## src/include/ex_consts.svh

```systemverilog
`ifndef EX_CONSTS_SVH
`define EX_CONSTS_SVH

////////////////////
// Datapath widths
////////////////////

// Operand and result word
`define EX_XLEN 32

// Register file write address
`define EX_REG_AW 6

////////////////////
// Opcode widths
////////////////////

`define EX_ALU_OP_W 4
`define EX_MUL_OP_W 2

// One multiplicand half in the multicycle high-word multiply
`define EX_HALF 16

`endif

```

## src/hdl/ex_pkg.sv

```systemverilog
`include "ex_consts.svh"

package ex_pkg;

  // Operand or result word
  typedef logic [`EX_XLEN-1:0] word_t;
  // Register file write address
  typedef logic [`EX_REG_AW-1:0] reg_addr_t;

  // ALU operations, arithmetic and logic first, then compares
  typedef enum logic [`EX_ALU_OP_W-1:0] {
    ALU_ADD  = 4'd0,
    ALU_SUB  = 4'd1,
    ALU_AND  = 4'd2,
    ALU_OR   = 4'd3,
    ALU_XOR  = 4'd4,
    ALU_SLL  = 4'd5,
    ALU_SRL  = 4'd6,
    ALU_SRA  = 4'd7,
    ALU_SLT  = 4'd8,
    ALU_SLTU = 4'd9,
    ALU_EQ   = 4'd10,
    ALU_NE   = 4'd11,
    ALU_LT   = 4'd12,
    ALU_GE   = 4'd13,
    ALU_LTU  = 4'd14,
    ALU_GEU  = 4'd15
  } alu_op_e;

  // Low word signed, high word signed, high word unsigned
  typedef enum logic [`EX_MUL_OP_W-1:0] {
    MUL_LO = 2'd0,
    MUL_H  = 2'd1,
    MUL_HU = 2'd2
  } mul_op_e;

  // High-word multiply sequencing
  typedef enum logic [1:0] {
    MUL_IDLE = 2'd0,
    MUL_ACC  = 2'd1,
    MUL_DONE = 2'd2
  } mul_state_e;

endpackage

```

## src/hdl/ex_alu.sv

```systemverilog
`include "ex_consts.svh"

module ex_alu (
  input  ex_pkg::alu_op_e operator_i,
  input  ex_pkg::word_t   operand_a_i,
  input  ex_pkg::word_t   operand_b_i,
  output ex_pkg::word_t   result_o,
  output logic            cmp_result_o
);

  // Shared adder, one extra bit on top for the compare sign
  logic               is_sub;
  logic               is_signed;
  logic [`EX_XLEN:0]  adder_a;
  logic [`EX_XLEN:0]  adder_b;
  logic [`EX_XLEN:0]  adder_sum;

  logic               is_lt;
  logic               is_eq;
  logic [4:0]         shamt;

  ////////////////////
  // Adder
  ////////////////////

  // Everything except ADD goes through the subtraction path
  assign is_sub = (operator_i != ex_pkg::ALU_ADD);

  // Signed compares extend with the sign bit, unsigned ones with zero
  assign is_signed = (operator_i == ex_pkg::ALU_SLT) ||
                     (operator_i == ex_pkg::ALU_LT)  ||
                     (operator_i == ex_pkg::ALU_GE);

  assign adder_a = {is_signed & operand_a_i[`EX_XLEN-1], operand_a_i};
  // Invert b and add the carry in for a - b
  assign adder_b = {is_signed & operand_b_i[`EX_XLEN-1], operand_b_i} ^ {(`EX_XLEN+1){is_sub}};
  assign adder_sum = adder_a + adder_b + {{`EX_XLEN{1'b0}}, is_sub};

  // Top bit of the widened difference is a < b
  assign is_lt = adder_sum[`EX_XLEN];
  assign is_eq = (operand_a_i == operand_b_i);

  ////////////////////
  // Comparison
  ////////////////////

  always_comb begin
    unique case (operator_i)
      ex_pkg::ALU_EQ:   cmp_result_o = is_eq;
      ex_pkg::ALU_NE:   cmp_result_o = !is_eq;
      ex_pkg::ALU_SLT,
      ex_pkg::ALU_SLTU,
      ex_pkg::ALU_LT,
      ex_pkg::ALU_LTU:  cmp_result_o = is_lt;
      ex_pkg::ALU_GE,
      ex_pkg::ALU_GEU:  cmp_result_o = !is_lt;
      // Arithmetic, logic and shifts carry no decision
      default:          cmp_result_o = 1'b0;
    endcase
  end

  ////////////////////
  // Result select
  ////////////////////

  // Shift amount from the low five bits of b
  assign shamt = operand_b_i[4:0];

  always_comb begin
    unique case (operator_i)
      ex_pkg::ALU_ADD,
      ex_pkg::ALU_SUB: result_o = adder_sum[`EX_XLEN-1:0];
      ex_pkg::ALU_AND: result_o = operand_a_i & operand_b_i;
      ex_pkg::ALU_OR:  result_o = operand_a_i | operand_b_i;
      ex_pkg::ALU_XOR: result_o = operand_a_i ^ operand_b_i;
      ex_pkg::ALU_SLL: result_o = operand_a_i << shamt;
      ex_pkg::ALU_SRL: result_o = operand_a_i >> shamt;
      ex_pkg::ALU_SRA: result_o = $signed(operand_a_i) >>> shamt;
      // Compares return the flag in bit 0
      default:         result_o = {{(`EX_XLEN-1){1'b0}}, cmp_result_o};
    endcase
  end

endmodule

```

## src/hdl/ex_mult.sv

```systemverilog
`include "ex_consts.svh"

module ex_mult (
  input  logic            clk,
  input  logic            rst_n,
  input  logic            enable_i,
  input  ex_pkg::mul_op_e operator_i,
  input  ex_pkg::word_t   op_a_i,
  input  ex_pkg::word_t   op_b_i,
  input  logic            ex_ready_i,
  output ex_pkg::word_t   result_o,
  output logic            multicycle_o,
  output logic            ready_o
);

  ex_pkg::mul_state_e state_q;
  ex_pkg::mul_state_e state_d;

  logic high_op;
  logic start;
  logic a_sign;
  logic b_sign;

  // Partial product of 17 by 33 bits in a 50 bit field
  logic [`EX_HALF+`EX_XLEN+1:0] half_ext;
  logic [`EX_HALF+`EX_XLEN+1:0] op_b_ext;
  logic [`EX_HALF+`EX_XLEN+1:0] partial;

  // 64 bit product accumulator
  logic [2*`EX_XLEN-1:0] partial_sext;
  logic [2*`EX_XLEN-1:0] acc_d;
  logic [2*`EX_XLEN-1:0] acc_q;

  ex_pkg::word_t lo_product;

  assign high_op = (operator_i != ex_pkg::MUL_LO);
  assign start   = enable_i && high_op;

  // Only MULH treats its operands as signed
  assign a_sign = (operator_i == ex_pkg::MUL_H) && op_a_i[`EX_XLEN-1];
  assign b_sign = (operator_i == ex_pkg::MUL_H) && op_b_i[`EX_XLEN-1];

  ////////////////////
  // Partial products
  ////////////////////

  // Low half is always unsigned and the high half carries the sign
  assign half_ext = (state_q == ex_pkg::MUL_ACC) ?
                    {{(2*`EX_HALF+2){a_sign}}, op_a_i[`EX_XLEN-1:`EX_HALF]} :
                    {{(`EX_XLEN+2){1'b0}}, op_a_i[`EX_HALF-1:0]};
  assign op_b_ext = {{(`EX_HALF+2){b_sign}}, op_b_i};

  // One multiplier serves both halves
  assign partial = half_ext * op_b_ext;
  assign partial_sext = {{(`EX_XLEN-`EX_HALF-2){partial[`EX_HALF+`EX_XLEN+1]}}, partial};

  // Second step adds the high-half product one half-word up
  assign acc_d = (state_q == ex_pkg::MUL_ACC) ?
                 acc_q + {partial_sext[2*`EX_XLEN-`EX_HALF-1:0], {`EX_HALF{1'b0}}} :
                 partial_sext;

  always_ff @(posedge clk) begin
    if ((state_q == ex_pkg::MUL_IDLE && start) || state_q == ex_pkg::MUL_ACC) begin
      acc_q <= acc_d;
    end
  end

  // Single-cycle low word
  assign lo_product = op_a_i * op_b_i;

  ////////////////////
  // FSM
  ////////////////////

  always_comb begin
    state_d = state_q;
    unique case (state_q)
      ex_pkg::MUL_IDLE: if (start) state_d = ex_pkg::MUL_ACC;
      ex_pkg::MUL_ACC:  state_d = ex_pkg::MUL_DONE;
      // Hold the high word until the stage moves on
      ex_pkg::MUL_DONE: if (ex_ready_i) state_d = ex_pkg::MUL_IDLE;
      default:          state_d = ex_pkg::MUL_IDLE;
    endcase
  end

  always_ff @(posedge clk or negedge rst_n) begin
    if (!rst_n) begin
      state_q <= ex_pkg::MUL_IDLE;
    end else begin
      state_q <= state_d;
    end
  end

  // Busy on the issue cycle and the accumulate cycle
  assign ready_o = !((state_q == ex_pkg::MUL_IDLE) && start) &&
                   (state_q != ex_pkg::MUL_ACC);
  assign multicycle_o = (state_q != ex_pkg::MUL_IDLE);
  assign result_o = (state_q == ex_pkg::MUL_DONE) ? acc_q[2*`EX_XLEN-1:`EX_XLEN] : lo_product;

  // A high-word stall lasts at most the issue and accumulate cycles
  a_stall_two_cycles : assert property (@(posedge clk) disable iff (!rst_n)
    (!ready_o && !$past(ready_o)) |=> ready_o);

  // Back-pressure keeps the finished result in place
  a_done_held : assert property (@(posedge clk) disable iff (!rst_n)
    (state_q == ex_pkg::MUL_DONE && !ex_ready_i) |=>
    (state_q == ex_pkg::MUL_DONE && $stable(result_o)));

endmodule

```

## src/hdl/ex_stage.sv

```systemverilog
module ex_stage (
  input  logic              clk,
  input  logic              rst_n,

  // ALU operands from decode
  input  ex_pkg::alu_op_e   alu_operator_i,
  input  ex_pkg::word_t     alu_operand_a_i,
  input  ex_pkg::word_t     alu_operand_b_i,
  input  ex_pkg::word_t     alu_operand_c_i,
  input  logic              alu_en_i,

  // Multiplier operands
  input  ex_pkg::mul_op_e   mult_operator_i,
  input  ex_pkg::word_t     mult_operand_a_i,
  input  ex_pkg::word_t     mult_operand_b_i,
  input  logic              mult_en_i,

  // CSR and LSU
  input  logic              csr_access_i,
  input  ex_pkg::word_t     csr_rdata_i,
  input  logic              lsu_en_i,
  input  ex_pkg::word_t     lsu_rdata_i,
  input  logic              lsu_ready_ex_i,
  input  logic              lsu_err_i,

  // Write addresses and control
  input  logic              branch_in_ex_i,
  input  logic              regfile_alu_we_i,
  input  ex_pkg::reg_addr_t regfile_alu_waddr_i,
  input  logic              regfile_we_i,
  input  ex_pkg::reg_addr_t regfile_waddr_i,
  input  logic              wb_ready_i,

  // Branch outcome to fetch
  output ex_pkg::word_t     jump_target_o,
  output logic              branch_decision_o,
  output logic              mult_multicycle_o,

  // Forwarding port to decode
  output ex_pkg::word_t     regfile_alu_wdata_fw_o,
  output ex_pkg::reg_addr_t regfile_alu_waddr_fw_o,
  output logic              regfile_alu_we_fw_o,

  // Load write port to WB
  output ex_pkg::word_t     regfile_wdata_wb_o,
  output ex_pkg::reg_addr_t regfile_waddr_wb_o,
  output logic              regfile_we_wb_o,

  output logic              ex_ready_o,
  output logic              ex_valid_o
);

  ex_pkg::word_t alu_result;
  ex_pkg::word_t mult_result;
  logic          mult_ready;

  // Target is computed in decode
  assign jump_target_o = alu_operand_c_i;

  ////////////////////
  // Processing units
  ////////////////////

  ex_alu u_alu (
    .operator_i   (alu_operator_i),
    .operand_a_i  (alu_operand_a_i),
    .operand_b_i  (alu_operand_b_i),
    .result_o     (alu_result),
    .cmp_result_o (branch_decision_o)
  );

  // Stage ready releases a finished high-word multiply
  ex_mult u_mult (
    .clk          (clk),
    .rst_n        (rst_n),
    .enable_i     (mult_en_i),
    .operator_i   (mult_operator_i),
    .op_a_i       (mult_operand_a_i),
    .op_b_i       (mult_operand_b_i),
    .ex_ready_i   (ex_ready_o),
    .result_o     (mult_result),
    .multicycle_o (mult_multicycle_o),
    .ready_o      (mult_ready)
  );

  ////////////////////
  // Output side
  ////////////////////

  ex_writeback u_writeback (
    .clk                    (clk),
    .rst_n                  (rst_n),
    .alu_en_i               (alu_en_i),
    .mult_en_i              (mult_en_i),
    .csr_access_i           (csr_access_i),
    .lsu_en_i               (lsu_en_i),
    .branch_in_ex_i         (branch_in_ex_i),
    .alu_result_i           (alu_result),
    .mult_result_i          (mult_result),
    .csr_rdata_i            (csr_rdata_i),
    .lsu_rdata_i            (lsu_rdata_i),
    .mult_ready_i           (mult_ready),
    .lsu_ready_ex_i         (lsu_ready_ex_i),
    .lsu_err_i              (lsu_err_i),
    .wb_ready_i             (wb_ready_i),
    .regfile_alu_we_i       (regfile_alu_we_i),
    .regfile_we_i           (regfile_we_i),
    .regfile_alu_waddr_i    (regfile_alu_waddr_i),
    .regfile_waddr_i        (regfile_waddr_i),
    .regfile_alu_wdata_fw_o (regfile_alu_wdata_fw_o),
    .regfile_alu_waddr_fw_o (regfile_alu_waddr_fw_o),
    .regfile_alu_we_fw_o    (regfile_alu_we_fw_o),
    .regfile_wdata_wb_o     (regfile_wdata_wb_o),
    .regfile_waddr_wb_o     (regfile_waddr_wb_o),
    .regfile_we_wb_o        (regfile_we_wb_o),
    .ex_ready_o             (ex_ready_o),
    .ex_valid_o             (ex_valid_o)
  );

endmodule

```

## src/hdl/ex_writeback.sv

```systemverilog
module ex_writeback (
  input  logic              clk,
  input  logic              rst_n,
  input  logic              alu_en_i,
  input  logic              mult_en_i,
  input  logic              csr_access_i,
  input  logic              lsu_en_i,
  input  logic              branch_in_ex_i,
  input  ex_pkg::word_t     alu_result_i,
  input  ex_pkg::word_t     mult_result_i,
  input  ex_pkg::word_t     csr_rdata_i,
  input  ex_pkg::word_t     lsu_rdata_i,
  input  logic              mult_ready_i,
  input  logic              lsu_ready_ex_i,
  input  logic              lsu_err_i,
  input  logic              wb_ready_i,
  input  logic              regfile_alu_we_i,
  input  logic              regfile_we_i,
  input  ex_pkg::reg_addr_t regfile_alu_waddr_i,
  input  ex_pkg::reg_addr_t regfile_waddr_i,
  output ex_pkg::word_t     regfile_alu_wdata_fw_o,
  output ex_pkg::reg_addr_t regfile_alu_waddr_fw_o,
  output logic              regfile_alu_we_fw_o,
  output ex_pkg::word_t     regfile_wdata_wb_o,
  output ex_pkg::reg_addr_t regfile_waddr_wb_o,
  output logic              regfile_we_wb_o,
  output logic              ex_ready_o,
  output logic              ex_valid_o
);

  // All units downstream of decode can accept
  logic units_ready;

  logic              lsu_we_q;
  ex_pkg::reg_addr_t lsu_waddr_q;

  ////////////////////
  // Forwarding port
  ////////////////////

  // Later sources override earlier ones
  always_comb begin
    regfile_alu_wdata_fw_o = '0;
    if (alu_en_i) regfile_alu_wdata_fw_o = alu_result_i;
    if (mult_en_i) regfile_alu_wdata_fw_o = mult_result_i;
    if (csr_access_i) regfile_alu_wdata_fw_o = csr_rdata_i;
  end

  assign regfile_alu_we_fw_o    = regfile_alu_we_i;
  assign regfile_alu_waddr_fw_o = regfile_alu_waddr_i;

  ////////////////////
  // Stall levels
  ////////////////////

  assign units_ready = mult_ready_i & lsu_ready_ex_i & wb_ready_i;

  // Branches resolve here and never wait for WB
  assign ex_ready_o = units_ready | branch_in_ex_i;
  assign ex_valid_o = (alu_en_i | mult_en_i | csr_access_i | lsu_en_i) & units_ready;

  ////////////////////
  // EX/WB load port
  ////////////////////

  always_ff @(posedge clk or negedge rst_n) begin
    if (!rst_n) begin
      lsu_we_q    <= 1'b0;
      lsu_waddr_q <= '0;
    end else if (ex_valid_o) begin
      // Faulting loads never write back
      lsu_we_q <= regfile_we_i & ~lsu_err_i;
      if (regfile_we_i & ~lsu_err_i) begin
        lsu_waddr_q <= regfile_waddr_i;
      end
    end else if (wb_ready_i) begin
      // Bubble into WB
      lsu_we_q <= 1'b0;
    end
  end

  assign regfile_we_wb_o    = lsu_we_q;
  assign regfile_waddr_wb_o = lsu_waddr_q;
  // Load data arrives with the WB cycle
  assign regfile_wdata_wb_o = lsu_rdata_i;

  // Decode issues to one result unit at a time
  a_fw_src_onehot : assert property (@(posedge clk) disable iff (!rst_n)
    $onehot0({alu_en_i, mult_en_i, csr_access_i}));

endmodule

```

## config.mk

```make
export PLATFORM = sky130hd
export DESIGN_NAME = ex_stage
export DESIGN_NICKNAME = d
export VERILOG_FILES = /design/src/hdl/ex_pkg.sv /design/src/hdl/ex_alu.sv /design/src/hdl/ex_mult.sv /design/src/hdl/ex_stage.sv /design/src/hdl/ex_writeback.sv
export VERILOG_INCLUDE_DIRS = /design/src /design/src/include
export SDC_FILE = /design/constraint.sdc
export NUM_CORES = 2
export LEC_CHECK = 0
export BUFFER_PORTS_ARGS = -buffer_cell sky130_fd_sc_hd__buf_2
export CAP_MARGIN = 0
export CORE_MARGIN = 2
export CORE_UTILIZATION = 40
export CTS_CLUSTER_DIAMETER = 60
export DETAILED_ROUTE_END_ITERATION = 6
export SETUP_SLACK_MARGIN = 0.5
export SYNTH_ARGS = -nofsm -noshare
export SYNTH_HDL_FRONTEND = slang
export SYNTH_HIERARCHICAL = 1
export SYNTH_SLANG_ARGS = --single-unit
```

## constraint.sdc

```tcl
create_clock -name clk -period 32.4 [get_ports clk]
set_input_delay 3.24 -clock clk [delete_from_list [all_inputs] [get_ports clk]]
set_output_delay 3.24 -clock clk [all_outputs]
set_load 0.05 [all_outputs]
```

==> flow_metrics.py <==
metrics = {
    "outcome": {
        "outcome": "finished, final reports clean",
    },
    "logic_synthesis": {
        "yosysSeqAreaShare": 0.0316,
        "syn_nets": 8052,
        "ys.flop_type": "edfxtp_1",
        "ys_seq_elements": 57,
        "synth.top_cells.by_area": "fa_1 40%, ha_1 11%, inv_1 9.3%",
        "yosysUniqueCellTypes": 82,
        "synthCells": 6283,
        "synth_area_leader_cell": "fa_1",
        "synthArstFlopShare": 0.158,
        "syn_area_per_cell_um2": 8.39,
        "syn_area_um2": 52700,
        "synth_top_area_share": 0.397,
        "yosysWarningCount": 6,
        "synth_enable_flop_cells": 48,
    },
    "clock_network": {
        "cts_tree": "built",
        "cts-root-buf": "clkbuf_16",
        "cts_setup_buffers": 0,
        "cts.clk_slew.worst_paths_ns": 0.06,
        "ctsHoldBuffers": 0,
        "worst_skew_pair.late_latency_ns": 0.36,
        "numCtsBuffers": 9,
        "ctsResizeCount": 0,
        "clockBufferDepth": 2,
        "htreeDepth": 3,
        "cts_sinks": 57,
    },
    "placement": {
        "dpl.hpwl_mm": 136,
        "port_buffers": 225,
        "finalWeightedCongestion": 1.00,
    },
    "layout": {
        "mostFrequentLayoutCells": "1303 x inv_1, 1046 x fa_1, 858 x nand2_1",
        "drive_above_1_share": 0.0611,
        "layout.nets": 7935,
        "final_common_cell": "inv_1",
        "area_growth_pct": 4.27,
    },
    "detailed_routing": {
        "finalWirelength_mm": 173,
        "first_pass_iters": 5,
        "antenna_left": 0,
        "vias": 42800,
        "drtIter0Drc": 3707,
        "wl_per_cell_um": 21.8,
        "drc": 0,
        "routed_via_density": 5.40,
    },
    "critical_path": {
        "cp.required_ns": 29.16,
        "slowest_delay_ns": 0.83,
        "reg2reg_depth": 35,
        "critical_path_class": "in2out",
        "cp_common_cell": "fa_1",
        "worstSetupStartpoint": "mult_operand_b_i[8]",
        "cp-end-kind": "output port",
        "cp.arrival_ns": 11.31,
        "r2r_slack_ns": 20.00,
        "crit_slowest_cell": "buf_2",
        "cp_max_fo": 41,
        "timing.rr.start": "u_mult/state_q[0]$_DFFE_PN0P_",
        "r2r_end": "u_mult/acc_q[63]$_DFFE_PN_",
        "start_kind": "input pin",
    },
    "die": {
        "die_w_um": 367,
        "die_area_um2": 135000,
        "die_h_um": 367,
        "core_area_um2": 131000,
        "initial_utilization": 0.402,
        "num_rows": 133,
        "ios": 368,
    },
    "grt": {
        "grt_pass1_vias": 45000,
        "antenna_found_initial": 6,
        "grt_pass1_wl_mm": 271,
        "grt-ovfl-total": 0,
        "grt_max_degree": 69,
        "track_usage": 0.260,
    },
    "sta": {
        "setup-violations-final": 0,
        "slew_viol_final": 0,
        "slew_headroom": 0.245,
        "worst_pin_slew_ns": 1.13,
        "max_freq_mhz": 68.7,
        "final.min_clock_period_ns": 14.55,
        "hold_violations": 0,
        "holdWs_ns": 0.503,
        "clock_skew_ns": 0.0110,
        "rsz0062_at_grt": "false",
        "period_share": 0.449,
        "setup_tns_ns": 0,
    },
    "worst_hold_path": {
        "whs_path_depth": 1,
        "hold_end": "u_writeback/regfile_we_wb_o$_DFFE_PN0P_",
        "hold_class": "reg2reg",
        "hold_start": "u_writeback/regfile_we_wb_o$_DFFE_PN0P_",
    },
    "run": {
        "cap_viol_max_count": 0,
    },
}
## metal layers
metal | GRT usage | routed length, um | vias to the layer above
met5 | 0 | 71 | -
met4 | 0.0830 | 6350 | 10
met3 | 0.0346 | 12000 | 246
met2 | 0.410 | 78700 | 1760
met1 | 0.369 | 76100 | 21800
li1 | - | - | 19000
## flip-flops by register name (all words and copies together) (netlist names)
name and flops:
u_mult/state_q 2, u_writeback/regfile_we_wb_o 1, u_mult/acc_q 48, u_writeback/regfile_waddr_wb_o 6
## worst max-delay path by stage
| stage | end | slack, ns | depth (start not counted) |
|---|---|---|---|
| floorplan | regfile_alu_wdata_fw_o[30] | 18.15 | 32 |
| global placement | regfile_alu_wdata_fw_o[31] | 17.98 | 25 |
| detailed placement | u_mult/acc_q[63]$_DFFE_PN_ | 17.80 | 36 |
| CTS | regfile_alu_wdata_fw_o[31] | 17.91 | 28 |
| global route | regfile_alu_wdata_fw_o[31] | 17.36 | 28 |
| finish | regfile_alu_wdata_fw_o[31] | 17.85 | 28 |
## synth_stat cells (22+ instances only)
library cell / n
clkbuf_1: 309
ha_1: 469
o21ai_0: 236
xor2_1: 65
buf_4: 73
nor3_1: 36
nor2_1: 206
mux2i_1: 63
a211oi_1: 31
a21o_1: 113
xnor2_1: 183
nand3_1: 49
nand2b_1: 39
nand4_1: 22
a22oi_1: 44
o21a_1: 23
a21oi_1: 193
edfxtp_1: 48
nand2_1: 864
fa_1: 1046
and2_1: 471
o211ai_1: 30
inv_1: 1303
## through the flow
stage / setup slack (ns) / std cells / utilization / instance area (um^2)
final: 17.85 / 7929 / 0.419 / 54900
after floorplan: 18.15 / 6283 / - / 52700
after detailed placement: 17.80 / 7910 / 0.417 / 54600
after CTS: 17.91 / 7926 / 0.419 / 54900
after global placement: 17.98 / 7910 / 0.417 / 54600
after global routing: 17.36 / 7926 / 0.419 / 54900
## kinds of logic (layout without fill, tap and decap cells)
logic type                 Yosys count  count (layout)  synth area share
DFF                                 57              57            0.0316
other                                0               3                 0
muxes                              103             103            0.0250
adders and majority gates         1515            1515             0.509
and+or+nand+nor                   1791            1791             0.161
buffers and inverters             1712            1600             0.127
xor gates and xnor gates           248             248            0.0412
AOI/OAI and AO/OA                  857             857             0.104
## final cells by class
type	instances	area, um^2
Antenna cell	3	7.51
Clock buffer	9	225
Clock inverter	7	70.1
Fill cell	13400	76200
Inverter	1307	4910
Multi-Input combinational cell	4514	44300
Sequential cell	57	1670
Tap cell	1755	2200
Timing Repair Buffer	277	1520
## critical path, delay by kind of cell
kind | cells | cell delay [ns]
compound gates | 8 | 1.46
xor+xnor | 1 | 0.16
fa+ha+maj | 9 | 4.41
buf+inv | 7 | 1.36
simple gates | 3 | 0.65
Power is left out: the tool's default activity adds up to more than one toggle a clock period on the data nets, which glitch-free logic cannot reach.
